<file path="config.mk">
export PLATFORM = sky130hd
export DESIGN_NAME = main_bus
export DESIGN_NICKNAME = d
export VERILOG_FILES = /design/src/common/popeye_pkg.sv /design/src/source/main_bus.sv
export SDC_FILE = /design/constraint.sdc
export NUM_CORES = 1
export LEC_CHECK = 0
export BUFFER_PORTS_ARGS = -buffer_cell sky130_fd_sc_hd__buf_2
export CAP_MARGIN = 20
export CORE_MARGIN = 2
export CORE_UTILIZATION = 34
export DETAILED_ROUTE_END_ITERATION = 10
export PLACE_DENSITY = 0.95
export SLEW_MARGIN = 20
export SYNTH_ARGS = -nofsm -noshare
export SYNTH_HDL_FRONTEND = slang
export SYNTH_SLANG_ARGS = --single-unit
</file>
<file path="constraint.sdc">
create_clock -name clk -period 2.6 [get_ports clk]
set_clock_uncertainty 0.15 [all_clocks]
set_input_delay 0.13 -clock clk [delete_from_list [all_inputs] [get_ports clk]]
set_output_delay 0.13 -clock clk [all_outputs]
set_load 0.01 [all_outputs]
</file>
<file path="src/common/popeye_pkg.sv">
// Shared bus structs, select enums and width constants for the main CPU board
package popeye_pkg;

    localparam int ADDR_W = 16;            // CPU address width
    localparam int DATA_W = 8;             // CPU data width

    // Every data path is one byte wide
    typedef logic [DATA_W-1:0] byte_t;

    // One CPU bus cycle, scrambled address as seen on the pins
    typedef struct packed {
        logic [ADDR_W-1:0] addr;           // Scrambled address
        byte_t             wdata;          // Write data from the CPU
        logic              mreq;           // Memory request
        logic              iorq;           // I/O request
        logic              rd;
        logic              wr;
    } cpu_bus_t;

    // ROM download port
    typedef struct packed {
        logic [14:0] addr;
        byte_t       data;
        logic        we;
    } prog_t;

    // Player controls, active as delivered by the cabinet
    typedef struct packed {
        logic [6:0] joystick1;
        logic [6:0] joystick2;
        logic [1:0] start;
        logic       coin;
        logic       service;
    } cabinet_t;

    // Selects that leave for the video boards
    typedef struct packed {
        logic obj_sel;                     // Sprite/video select
        logic bg_sel;                      // Background write, stretched
    } vid_strobe_t;

    // Source of the read data on cpu_din
    typedef enum logic [2:0] {
        DEV_NONE = 3'd0,
        DEV_ROM  = 3'd1,
        DEV_RAM  = 3'd2,
        DEV_CAB  = 3'd3,
        DEV_SEC  = 3'd4,
        DEV_PSG  = 3'd5
    } dev_sel_t;

    // Sound chip bus phase, encoded as {bdir, bc1}
    typedef enum logic [1:0] {
        PSG_IDLE  = 2'b00,
        PSG_READ  = 2'b01,
        PSG_WRITE = 2'b10,
        PSG_LATCH = 2'b11
    } psg_phase_t;

endpackage

</file>
<file path="src/source/main_bus.sv">
// Main bus glue: address descrambling, device decode, bg latch and read mux
`timescale 1ns/1ns

module main_bus import popeye_pkg::*; (
    input  logic              clk,
    input  logic              rst_n,
    input  logic              cen,
    input  cpu_bus_t          cpu,
    input  byte_t             rom_q,
    input  byte_t             ram_q,
    input  byte_t             sec_q,
    input  byte_t             cab_q,
    input  byte_t             psg_q,
    output logic [ADDR_W-1:0] addr,
    output byte_t             wdata,
    output logic              rom_cs,
    output logic              ram_we,
    output logic              sec_cs,
    output logic              sec_wr,
    output logic              cab_rd,
    output psg_phase_t        psg_phase,
    output vid_strobe_t       vid,
    output byte_t             cpu_din
);

    logic     ram_cs;
    logic     obj_now, bg_now, bg_l;
    logic     io_rd, io_wr, psg_rd;
    logic     bdir, bc1;
    dev_sel_t dev_now, dev_q;

    ////////////////////////////////////////////////////////////
    // Address descrambling
    assign addr[2:0]   = ~cpu.addr[2:0];
    assign addr[3]     = ~cpu.addr[4];
    assign addr[4]     = ~cpu.addr[5];
    assign addr[5]     = ~cpu.addr[9];
    assign addr[6]     = cpu.addr[3];        // Plain swaps, no inversion
    assign addr[7]     = cpu.addr[6];
    assign addr[8]     = cpu.addr[7];
    assign addr[9]     = cpu.addr[8];
    assign addr[15:10] = cpu.addr[15:10];    // Upper bits untouched

    assign wdata = cpu.wdata;

    ////////////////////////////////////////////////////////////
    // Memory space, top three logical bits
    always_comb begin
        rom_cs  = 1'b0;
        ram_cs  = 1'b0;
        obj_now = 1'b0;
        bg_now  = 1'b0;
        sec_cs  = 1'b0;
        if (!cpu.iorq) begin               // I/O cycles never hit memory
            case (addr[15:13])
                3'b100:  ram_cs  = cpu.mreq && !addr[11]; // 2 kB, no alias
                3'b101:  obj_now = cpu.mreq;
                3'b110:  bg_now  = cpu.mreq;
                3'b111:  sec_cs  = 1'b1;
                default: rom_cs  = 1'b1;                  // 0xxx to 7xxx
            endcase
        end
    end

    assign ram_we = ram_cs && cpu.wr;
    assign sec_wr = sec_cs && cpu.wr;

    // I/O space, only A1..A0 decoded
    assign io_rd  = cpu.iorq && cpu.rd;
    assign io_wr  = cpu.iorq && cpu.wr;
    assign psg_rd = io_rd && (addr[1:0] == 2'd0);
    assign cab_rd = io_rd && (addr[1:0] != 2'd0);

    // Sound chip control lines
    assign bdir      = io_wr;
    assign bc1       = (io_wr && addr[0]) || psg_rd;
    assign psg_phase = psg_phase_t'({bdir, bc1});

    ////////////////////////////////////////////////////////////
    // Video strobes
    always_ff @(posedge clk) begin
        if (!rst_n) begin
            bg_l <= 1'b0;
        end else if (cen) begin
            bg_l <= bg_now;                // One enable cycle of stretch
        end
    end

    assign vid.obj_sel = obj_now;
    assign vid.bg_sel  = bg_now | bg_l;

    ////////////////////////////////////////////////////////////
    // Read source, registered with the device data
    always_comb begin
        dev_now = DEV_NONE;
        if (psg_rd) begin
            dev_now = DEV_PSG;
        end else if (cab_rd) begin
            dev_now = DEV_CAB;
        end else if (cpu.rd) begin
            if (rom_cs) dev_now = DEV_ROM;
            else if (ram_cs) dev_now = DEV_RAM;
            else if (sec_cs) dev_now = DEV_SEC;
        end
    end

    always_ff @(posedge clk) begin
        if (!rst_n) begin
            dev_q <= DEV_NONE;
        end else if (cen) begin
            dev_q <= dev_now;              // Tracks whichever q was loaded
        end
    end

    always_comb begin
        case (dev_q)
            DEV_ROM: cpu_din = rom_q;
            DEV_RAM: cpu_din = ram_q;
            DEV_CAB: cpu_din = cab_q;
            DEV_SEC: cpu_din = sec_q;
            DEV_PSG: cpu_din = psg_q;
            default: cpu_din = '0;         // Open bus reads as zero
        endcase
    end

endmodule

</file>
==> results of run 1 <==
## cells by family after synthesis
kind of cell,Yosys count
simple gates,41
buf+inv,34
compound gates,20
mux,12
flops,4
## sequential cells by signal, indices dropped and copies added (netlist names)
signal and flops:
bg_l 1, dev_q 3
## cell usage in the layout (no fill, tap or decap), drive strengths merged, types with 4 or more instances in the layout
cell type / n
o21ai: 4
or2: 4
nand2b: 4
a31oi: 5
nand2: 16
nand3: 4
buf: 85
dfxtp: 4
mux2i: 8
o221ai: 5
mux2: 4
inv: 9
## where the power goes
part           internal [mW]  switching, mW
registers             0.0645        0.00854
logic                 0.0829         0.0678
clock network         0.0517         0.0270
total                  0.199          0.103
## worst max-delay path, stage by stage, from the launching register on
cell and delay [ns]:
dfxtp_1 0.64, buf_4 0.23, mux2_2 0.33, nand2_1 0.06, o221ai_1 0.09, buf_2 0.15
## stage by stage
step	power [mW]	hold WS, ns	util	worst slack (ns)	instance area [um2]
2_1_floorplan	0.178	0.0802	-	1.32	836
3_3_place_gp	0.221	0.110	0.483	0.838	1100
3_5_place_dp	0.225	0.110	0.483	0.821	1100
4_1_cts	0.306	0.0214	0.497	0.571	1130
5_1_grt	0.325	0.0440	0.497	0.494	1130
6_report	0.302	0.0235	0.497	0.581	1130
## layout make-up
type	count	area share
multi-input combinational	73	0.459
timing repair buffer	86	0.389
sequential	4	0.0708
tap	28	0.0310
inverter	9	0.0299
clock buffer	3	0.0199
## worst paths after layout
kind,cells after the start,from,endpoint
min reg2reg,3,bg_l,bg_l
min,2,cen,dev_q[1]
max reg2reg,3,dev_q[0],dev_q[0]
max,5,dev_q[0],cpu_din[5]
## per-layer routing
layer	routed length, um	GRT usage	up-vias	part of all wire
li1	-	-	500	-
met1	862	0.158	433	0.38
met2	1140	0.280	55	0.50
met3	206	0.0194	8	0.091
met4	63	0.111	0	0.028
met5	0	0	-	0
## timing repair
item | in CTS | in global routing
setup endpoints to repair | 0 | 0
hold endpoints to repair | 1 | 0
resized for setup | 0 | 0
hold buffers | 1 | 0
buffers inserted | 0 | 0
==> reports/results.tsv, run 1 <==
metric	value	unit
core box area	2280	um2
Startpoint Class	flip-flop	
syn_nets	182	
die width	53.6	um
most common cell in the netlist	buf_4	
main combinational cell family by area after synthesis	buffers and inverters	
Tightest Pin Transition	0.519	ns
asr flop ratio synth	0	
Die H	53.6	um
H-tree depth	1	
final wirelength	2270	um
port bufs	83	
Syn-to-layout area delta	35.3	%
critical path peak fanout	13	
Max Fclk	495	MHz
Synth Area in Simple Gates	0.275	
CTS tree	done	
IO Count	112	
Num CTS Buffers	3	
max-slew violation count	0	
most frequent cells after synthesis	21 x buf_4, 16 x nand2_1, 9 x inv_1, 8 x mux2i_1	
Unique masters post-synth	27	
Fin. Hold Viols	0	
Reg clk slew, reported paths	0.04	ns
initial antenna violation count	0	
Bufs on Longest Clock Path	2	
ant diodes	0	
wire per inst	11.2	um
placed cell count	199	
Pwr per Cell Area	267	nW/um2
register area	80.1	um2
share of cells above drive strength 1	0.566	
row count	17	
Synth Register Bits	4	
Rel. slew slack	0.653	
# clock sinks	4	
RD Place Congestion	0.752	
# setup viols final	0	
LEAKAGE	0.615	nW
synthesized area	836	um2
element type at the critical path end	output port	
Initial Util	0.367	
Synth Area in Compound Gates	0.196	
Post-synth EDFFs	0	
Remaining DRCs	0	
Vias	996	
post-synth top area share	0.189	
mux contribution to synthesized area	0.150	
root buffer cell	clkbuf_4	
area leader, netlist	buf_4	
Fillers	235	
Most used DFF post-synth	dfxtp_1	
Post-DRT Antenna Nets	0	
first-pass GRT wire length	3210	um
Min-Delay Path Class	input port to flip-flop	
dpl hpwl	1890	um
largest net degree at the start of global routing	14	
TritonRoute pass-1 iters	4	
r2r setup slk	1.33	ns
run status	finished clean	
XOR/XNOR Fraction of Synth Area	0	
Max rail drop VDD	148	uV
Die Area	2870	um2
min Tclk post-route	2.02	ns
Clk Latency, worst-skew pair	0.24	ns
global-route usage over all layers	0.153	
syn avg cell area	7.53	um2
Req. time, crit path	2.32	ns
Setup CP Type	flip-flop to output port	
period utilization	0.777	
area of the multi-input gates	519	um2
total negative slack	0	ns
number of global-route vias before repair	845	
Yosys Warn Count	0	
# nets final	248	
Cells after Synth	111	
arrival time at the worst endpoint	1.74	ns
grt total ovfl	0	
synth top area cells	buf_4 19%, dfxtp_1 9.6%, mux2i_1 9.6%, nand2_1 7.2%, a221oi_2 5.4%	
final non-filler cell total	203	
DR iter-0 viols	11	
maxcap violations	0	
Synth Area in Adders	0	
Vias/cell	4.91	
sequential share of the synthesized area	0.0958	
RSZ-0062 raised after global routing	no	
No activity file was read; power rests on OpenSTA's default activity.
==> run 2, diff against run 1 <==
Settings changed: ABC_AREA set to 1, CORE_UTILIZATION 34 to 31, PLACE_DENSITY 0.95 to 0.91.
Clock period 2.6 ns to 2.1 ns, I/O delays scaled along.
==> run 2 against run 1 <==
Clock-buffer cell count is the same; critical endpoint is now cpu_din[7]; clock power rose by 21%; routed wire length rose by 6.0%; sequential power up 27%; register-to-register slack worse by 0.89 ns; first-iteration DRC count decreased by 18%; sequential share of layout area shrank 0.12 points; via count up 8.0%; synthesized cell count grew 36%; largest cell class unchanged.
==> reports/results.tsv, run 2 <==
metric	value	unit	change
Req. time, crit path	1.85	ns	-0.47 ns
first-pass GRT wire length	3470	um	+8.2%
Vias/cell	4.34		-12%
Syn-to-layout area delta	41.8	%	
most frequent cells after synthesis	46 x nand2_1, 23 x inv_1, 22 x buf_4, 19 x nor2_1, 12 x nand4_1		
root buffer cell	clkbuf_4		
largest net degree at the start of global routing	13		-1
initial antenna violation count	0		unchanged
core box area	2480	um2	+8.9%
# clock sinks	4		unchanged
min Tclk post-route	1.92	ns	
Most used DFF post-synth	dfxtp_1		
Synth Register Bits	4		unchanged
RD Place Congestion	0.749		-0.35%
asr flop ratio synth	0		unchanged
Regs by FF count	dev_q (3), bg_l (1)		
slowest stage cell on the critical path	dfxtp_1		
Yosys Warn Count	0		unchanged
total negative slack	0	ns	unchanged
wire per inst	9.71	um	-13%
Setup CP Type	flip-flop to output port		
arrival time at the worst endpoint	1.66	ns	-0.08 ns
area leader, netlist	nand2_1		
number of global-route vias before repair	858		+1.5%
Initial Util	0.327		-0.0400
Die Area	3040	um2	+5.9%
Tightest Pin Transition	0.523	ns	+0.00378 ns
Post-synth EDFFs	0		unchanged
LEAKAGE	0.741	nW	+20%
CP peak stage delay	0.54	ns	-0.10 ns
Die H	55.1	um	+2.9%
ant diodes	0		unchanged
Pwr per Cell Area	321	nW/um2	+20%
IO Count	112		unchanged
final worst slack	0.185	ns	-0.396 ns
final wirelength	2410	um	+6.0%
Largest register FFs	3		unchanged
Clk Latency, worst-skew pair	0.23	ns	about the same
dpl ws	0.429	ns	-0.392 ns
most flop-heavy register	dev_q		
Unique masters post-synth	16		-41%
post_cts resized	0		unchanged
post-synth top area share	0.213		+0.0243
Max rail drop VDD	161	uV	+8.2%
sequential share of the synthesized area	0.0988		+0.00296
TritonRoute pass-1 iters	4		unchanged
grt total ovfl	0		unchanged
period utilization	0.912		
H-tree depth	1		unchanged
dpl hpwl	1990	um	+5.1%
max-slew violation count	0		unchanged
row count	18		+1
Post-DRT Antenna Nets	0		unchanged
syn avg cell area	5.37	um2	-29%
# nets final	291		+17%
# setup viols final	0		unchanged
most common cell after layout, fill and taps aside	buf_2		
run status	finished clean		
die width	55.1	um	+2.9%
Bufs on Longest Clock Path	2		unchanged
CTS tree	done		
commonest cells after routing, fill and taps aside	83 x buf_2, 46 x nand2_1, 23 x inv_1		
Fillers	285		+21%
element type at the critical path end	output port		
Num CTS Buffers	3		unchanged
Fin. Hold Viols	0		unchanged
worst-path cell chain	inv_1 > nor3_4 > nand2_1 > nand2_1 > nor2_1 > nand2_1 > buf_2		
Startpoint Class	flip-flop		
most common cell in the netlist	nand2_1		
Vias	1076		+8.0%
Rel. slew slack	0.651		-0.00252
most used cell, CP	nand2_1		
synth top area cells	nand2_1 21%, buf_4 20%, inv_1 11%, dfxtp_1 9.9%, nand4_1 9.3%		
critical path peak fanout	9		-4
Remaining DRCs	0		unchanged
RSZ-0062 raised after global routing	no		
Min-Delay Path Class	input port to flip-flop		
DR iter-0 viols	9		-2
synthesized area	811	um2	-3.0%
Cells after Synth	151		+36%
share of cells above drive strength 1	0.422		-0.144
maxcap violations	0		unchanged
global-route usage over all layers	0.152		-0.000909
Max Fclk	522	MHz	
port bufs	83		unchanged
syn_nets	222		+22%
Reg clk slew, reported paths	0.04	ns	about the same
[run 2: cell count changes after synthesis, moves of 4 or more]
cell	delta
a21oi_1	+5
a31oi_1	-5
inv_1	+14
mux2_2	-4
mux2i_1	-8
nand2_1	+30
nand2b_1	-4
nand4_1	+11
nor2_1	+17
o221ai_1	-5
[run 2: final timing paths]
kind              cells after the start  slack (ns)      from          to
setup / recovery                      7        0.18  dev_q[1]  cpu_din[7]
hold / removal                        4        0.04   cpu[23]    dev_q[1]
setup reg to reg                      3        0.44  dev_q[0]    dev_q[0]
hold reg to reg                       2        0.40      bg_l        bg_l
[run 2: layout make-up]
class / instances / area (um2) / area share
multi-input cells: 98 / 457 / 0.397
repair buffers: 87 / 455 / 0.396
inverters: 26 / 97.6 / 0.0849
flip-flops and latches: 4 / 80.1 / 0.0696
well taps: 30 / 37.5 / 0.0326
clock buffers: 3 / 22.5 / 0.0196
[run 2: logic make-up after synthesis]
kind of cell / share of synthesized area
compound gates: 0.0710
buf+inv: 0.338
flops: 0.0988
simple gates: 0.492
[run 2: worst max-delay path, delay by kind of cell (launching register included)]
family | cells | cell delay (ns)
flip-flops | 1 | 0.54
buffers and inverters | 2 | 0.31
AND/OR/NAND/NOR | 5 | 0.58
[run 2: through the flow]
step                      instance area, um2  hold WS [ns]  cells  utilization  power (mW)
after floorplan                          811        0.0485    151            -       0.211
after global placement                  1090        0.0601    241        0.439       0.267
after detailed placement                1090        0.0601    241        0.439       0.270
after CTS                               1150        0.0360    248        0.464       0.373
after global routing                    1150        0.0600    248        0.464       0.406
final                                   1150        0.0403    248        0.464       0.369
[run 2: timing repair]
item	in CTS	in global routing
hold buffers	4	0
setup buffers	0	0
endpoints found under the hold margin	3	0
[run 2: power breakdown]
| group | leakage (nW) | internal [mW] | total, mW | switching [mW] |
|---|---|---|---|---|
| registers | 0.0331 | 0.0810 | 0.0925 | 0.0115 |
| logic | 0.694 | 0.0883 | 0.182 | 0.0932 |
| clock network | 0.0138 | 0.0639 | 0.0952 | 0.0312 |
| total | 0.741 | 0.233 | 0.369 | 0.136 |
[run 2: layer usage]
metal / vias to the layer above / routed length [um] / global-route usage
met5: - / 0 / 0
met4: 0 / 21 / 0.0447
met3: 4 / 156 / 0.0296
met2: 31 / 1220 / 0.254
met1: 452 / 1010 / 0.197
li1: 589 / - / -
==> run 3, diff against run 2 <==
Settings changed: BUFFER_PORTS_ARGS -buffer_cell sky130_fd_sc_hd__buf_2 to not set, CORE_AREA set to 2 2 44 46, CORE_MARGIN 2 to not set, CORE_UTILIZATION 31 to not set, DIE_AREA set to 0 0 46 48, DONT_BUFFER_PORTS set to 1, PLACE_DENSITY 0.91 to 0.72.
==> run 3 against run 2 <==
The run now ends with hold timing left; utilization is 2.0 points lower; first-iteration DRC count increased to 3.6 times the previous value; sequential power shrank 0.8%; total power fell by 21%; clock power is 1% higher; die area is 27% lower; register-to-register slack improved by 0.03 ns; flip-flop and latch count unchanged; global-route usage is 3.5 points higher; sequential share of layout area is 3.7 points higher; cell count decreased by 38%; critical endpoint is now cpu_din[5]; largest power group unchanged; highest routed layer unchanged.
==> reports/results.tsv, run 3 (same netlist as run 2, synthesis figures left out) <==
metric	value	unit	change
TritonRoute pass-1 iters	4		unchanged
dpl hpwl	1750	um	-12%
Max Fclk	548	MHz	+5.0%
Req. time, crit path	1.85	ns	about the same
Vias/cell	5.59		+29%
Die H	48	um	-13%
# clock sinks	4		unchanged
r2r setup slk	0.47	ns	+0.03 ns
RD Place Congestion	0.707		-5.6%
total negative slack	0	ns	unchanged
element type at the critical path end	output port		
dpl ws	0.541	ns	+0.112 ns
row count	15		-3
Largest register FFs	3		unchanged
Fin. Hold Viols	1		+1
Remaining DRCs	0		unchanged
port bufs	0		-100%
Post-DRT Antenna Nets	0		unchanged
global-route usage over all layers	0.187		+0.0353
failing checks	hold timing		
die width	46	um	-17%
Reg clk slew, reported paths	0.04	ns	about the same
register area	80.1	um2	unchanged
RR Startpoint	dev_q[0]		
max-slew violation count	0		unchanged
final worst slack	0.276	ns	+0.0917 ns
Vias	866		-20%
Startpoint Class	flip-flop		
core box area	1690	um2	-32%
Fillers	187		-34%
RSZ-0062 raised after global routing	no		
maxcap violations	0		unchanged
Bufs on Longest Clock Path	2		unchanged
Pwr per Cell Area	388	nW/um2	+21%
LEAKAGE	0.411	nW	-44%
post-CTS setup buffers	0		unchanged
arrival time at the worst endpoint	1.57	ns	-0.09 ns
number of global-route vias before repair	694		-19%
area of the multi-input gates	459	um2	+0.55%
wire per inst	14.0	um	+44%
hold path cells	3		-1
min Tclk post-route	1.82	ns	-0.0917 ns
DR iter-0 viols	32		+23
Clk Latency, worst-skew pair	0.23	ns	about the same
reg2reg path depth	3		unchanged
most flop-heavy register	dev_q		
Setup CP Type	flip-flop to output port		
final wirelength	2170	um	-9.8%
H-tree depth	1		unchanged
# setup viols final	0		unchanged
worst reg2reg endpoint	dev_q[0]		
# nets final	211		-27%
CTS tree	done		
Num CTS Buffers	3		unchanged
first-pass GRT wire length	2950	um	-15%
Tightest Pin Transition	0.515	ns	-0.00778 ns
initial antenna violation count	0		unchanged
Max rail drop VDD	250	uV	+56%
Min-Delay Path Class	input port to flip-flop		
ant diodes	0		unchanged
largest net degree at the start of global routing	13		unchanged
Rel. slew slack	0.653		+0.00250
critical path peak fanout	9		unchanged
IO Count	112		unchanged
Regs by FF count	dev_q (3), bg_l (1)		
Initial Util	0.480		+0.153
Syn-to-layout area delta	-7.41	%	
period utilization	0.868		-0.0437
Hold Startpoint	cpu[25]		
most common cell after layout, fill and taps aside	nand2_1		
grt total ovfl	0		unchanged
root buffer cell	clkbuf_4		
Die Area	2210	um2	-27%
commonest cells after routing, fill and taps aside	46 x nand2_1, 23 x inv_1, 18 x nor2_1		
run status	complete, but fails checks		
Worst Hold End	dev_q[1]		
share of cells above drive strength 1	0.0725		-0.350
WHS	-0.0409	ns	-0.0812 ns
total power	291	uW	-21%
run 3: power by group:
group,switching (mW),internal [mW]
clock network,0.0326,0.0640
logic,0.0680,0.0346
registers,0.0108,0.0810
total,0.111,0.180
run 3: how the worst max path moves through the flow:
stage          cells past startpoint  slack [ns]      from          to
5_1_grt                            6        0.15  dev_q[1]  cpu_din[7]
6_report                           6        0.28  dev_q[1]  cpu_din[5]
3_3_place_gp                       6        0.58  dev_q[1]  cpu_din[5]
4_1_cts                            6        0.07   cpu[23]    dev_q[1]
2_1_floorplan                      7        0.83  dev_q[0]  cpu_din[0]
3_5_place_dp                       6        0.54  dev_q[1]  cpu_din[5]
run 3: repair_timing:
item / in CTS / in global routing
gates resized for setup: 0 / 1
endpoints found under the setup margin: 0 / 1
hold buffers: 8 / 0
endpoints found under the hold margin: 4 / 0
run 3: area by class of cell:
type	instances	share of cell area
Clock buffer	3	0.0300
Tap cell	17	0.0283
Multi-Input combinational cell	98	0.612
Sequential cell	4	0.107
Timing Repair Buffer	7	0.0933
Inverter	26	0.130
run 3: worst max-delay path: stages (launching register included):
cell and delay, ns:
dfxtp_1 0.51, inv_1 0.19, nor3_4 0.31, nand2_1 0.10, nand2_1 0.08, nor2_1 0.04, nand2_1 0.10
run 3: per-layer routing:
| layer | vias up | global-route usage | routed length [um] |
|---|---|---|---|
| li1 | 432 | - | - |
| met3 | 12 | 0.0642 | 223 |
| met2 | 51 | 0.308 | 1080 |
| met1 | 371 | 0.212 | 787 |
| met5 | - | 0 | 0 |
| met4 | 0 | 0.103 | 83 |
run 3: stage by stage:
stage | hold slack [ns] | utilization | cells | area (um2)
global route | 0.0557 | 0.444 | 155 | 751
finish | -0.0409 | 0.444 | 155 | 751
floorplan | 0.0485 | - | 151 | 811
CTS | 0.0207 | 0.449 | 156 | 758
detailed placement | 0.0523 | 0.388 | 145 | 656
global placement | 0.0526 | 0.388 | 145 | 656
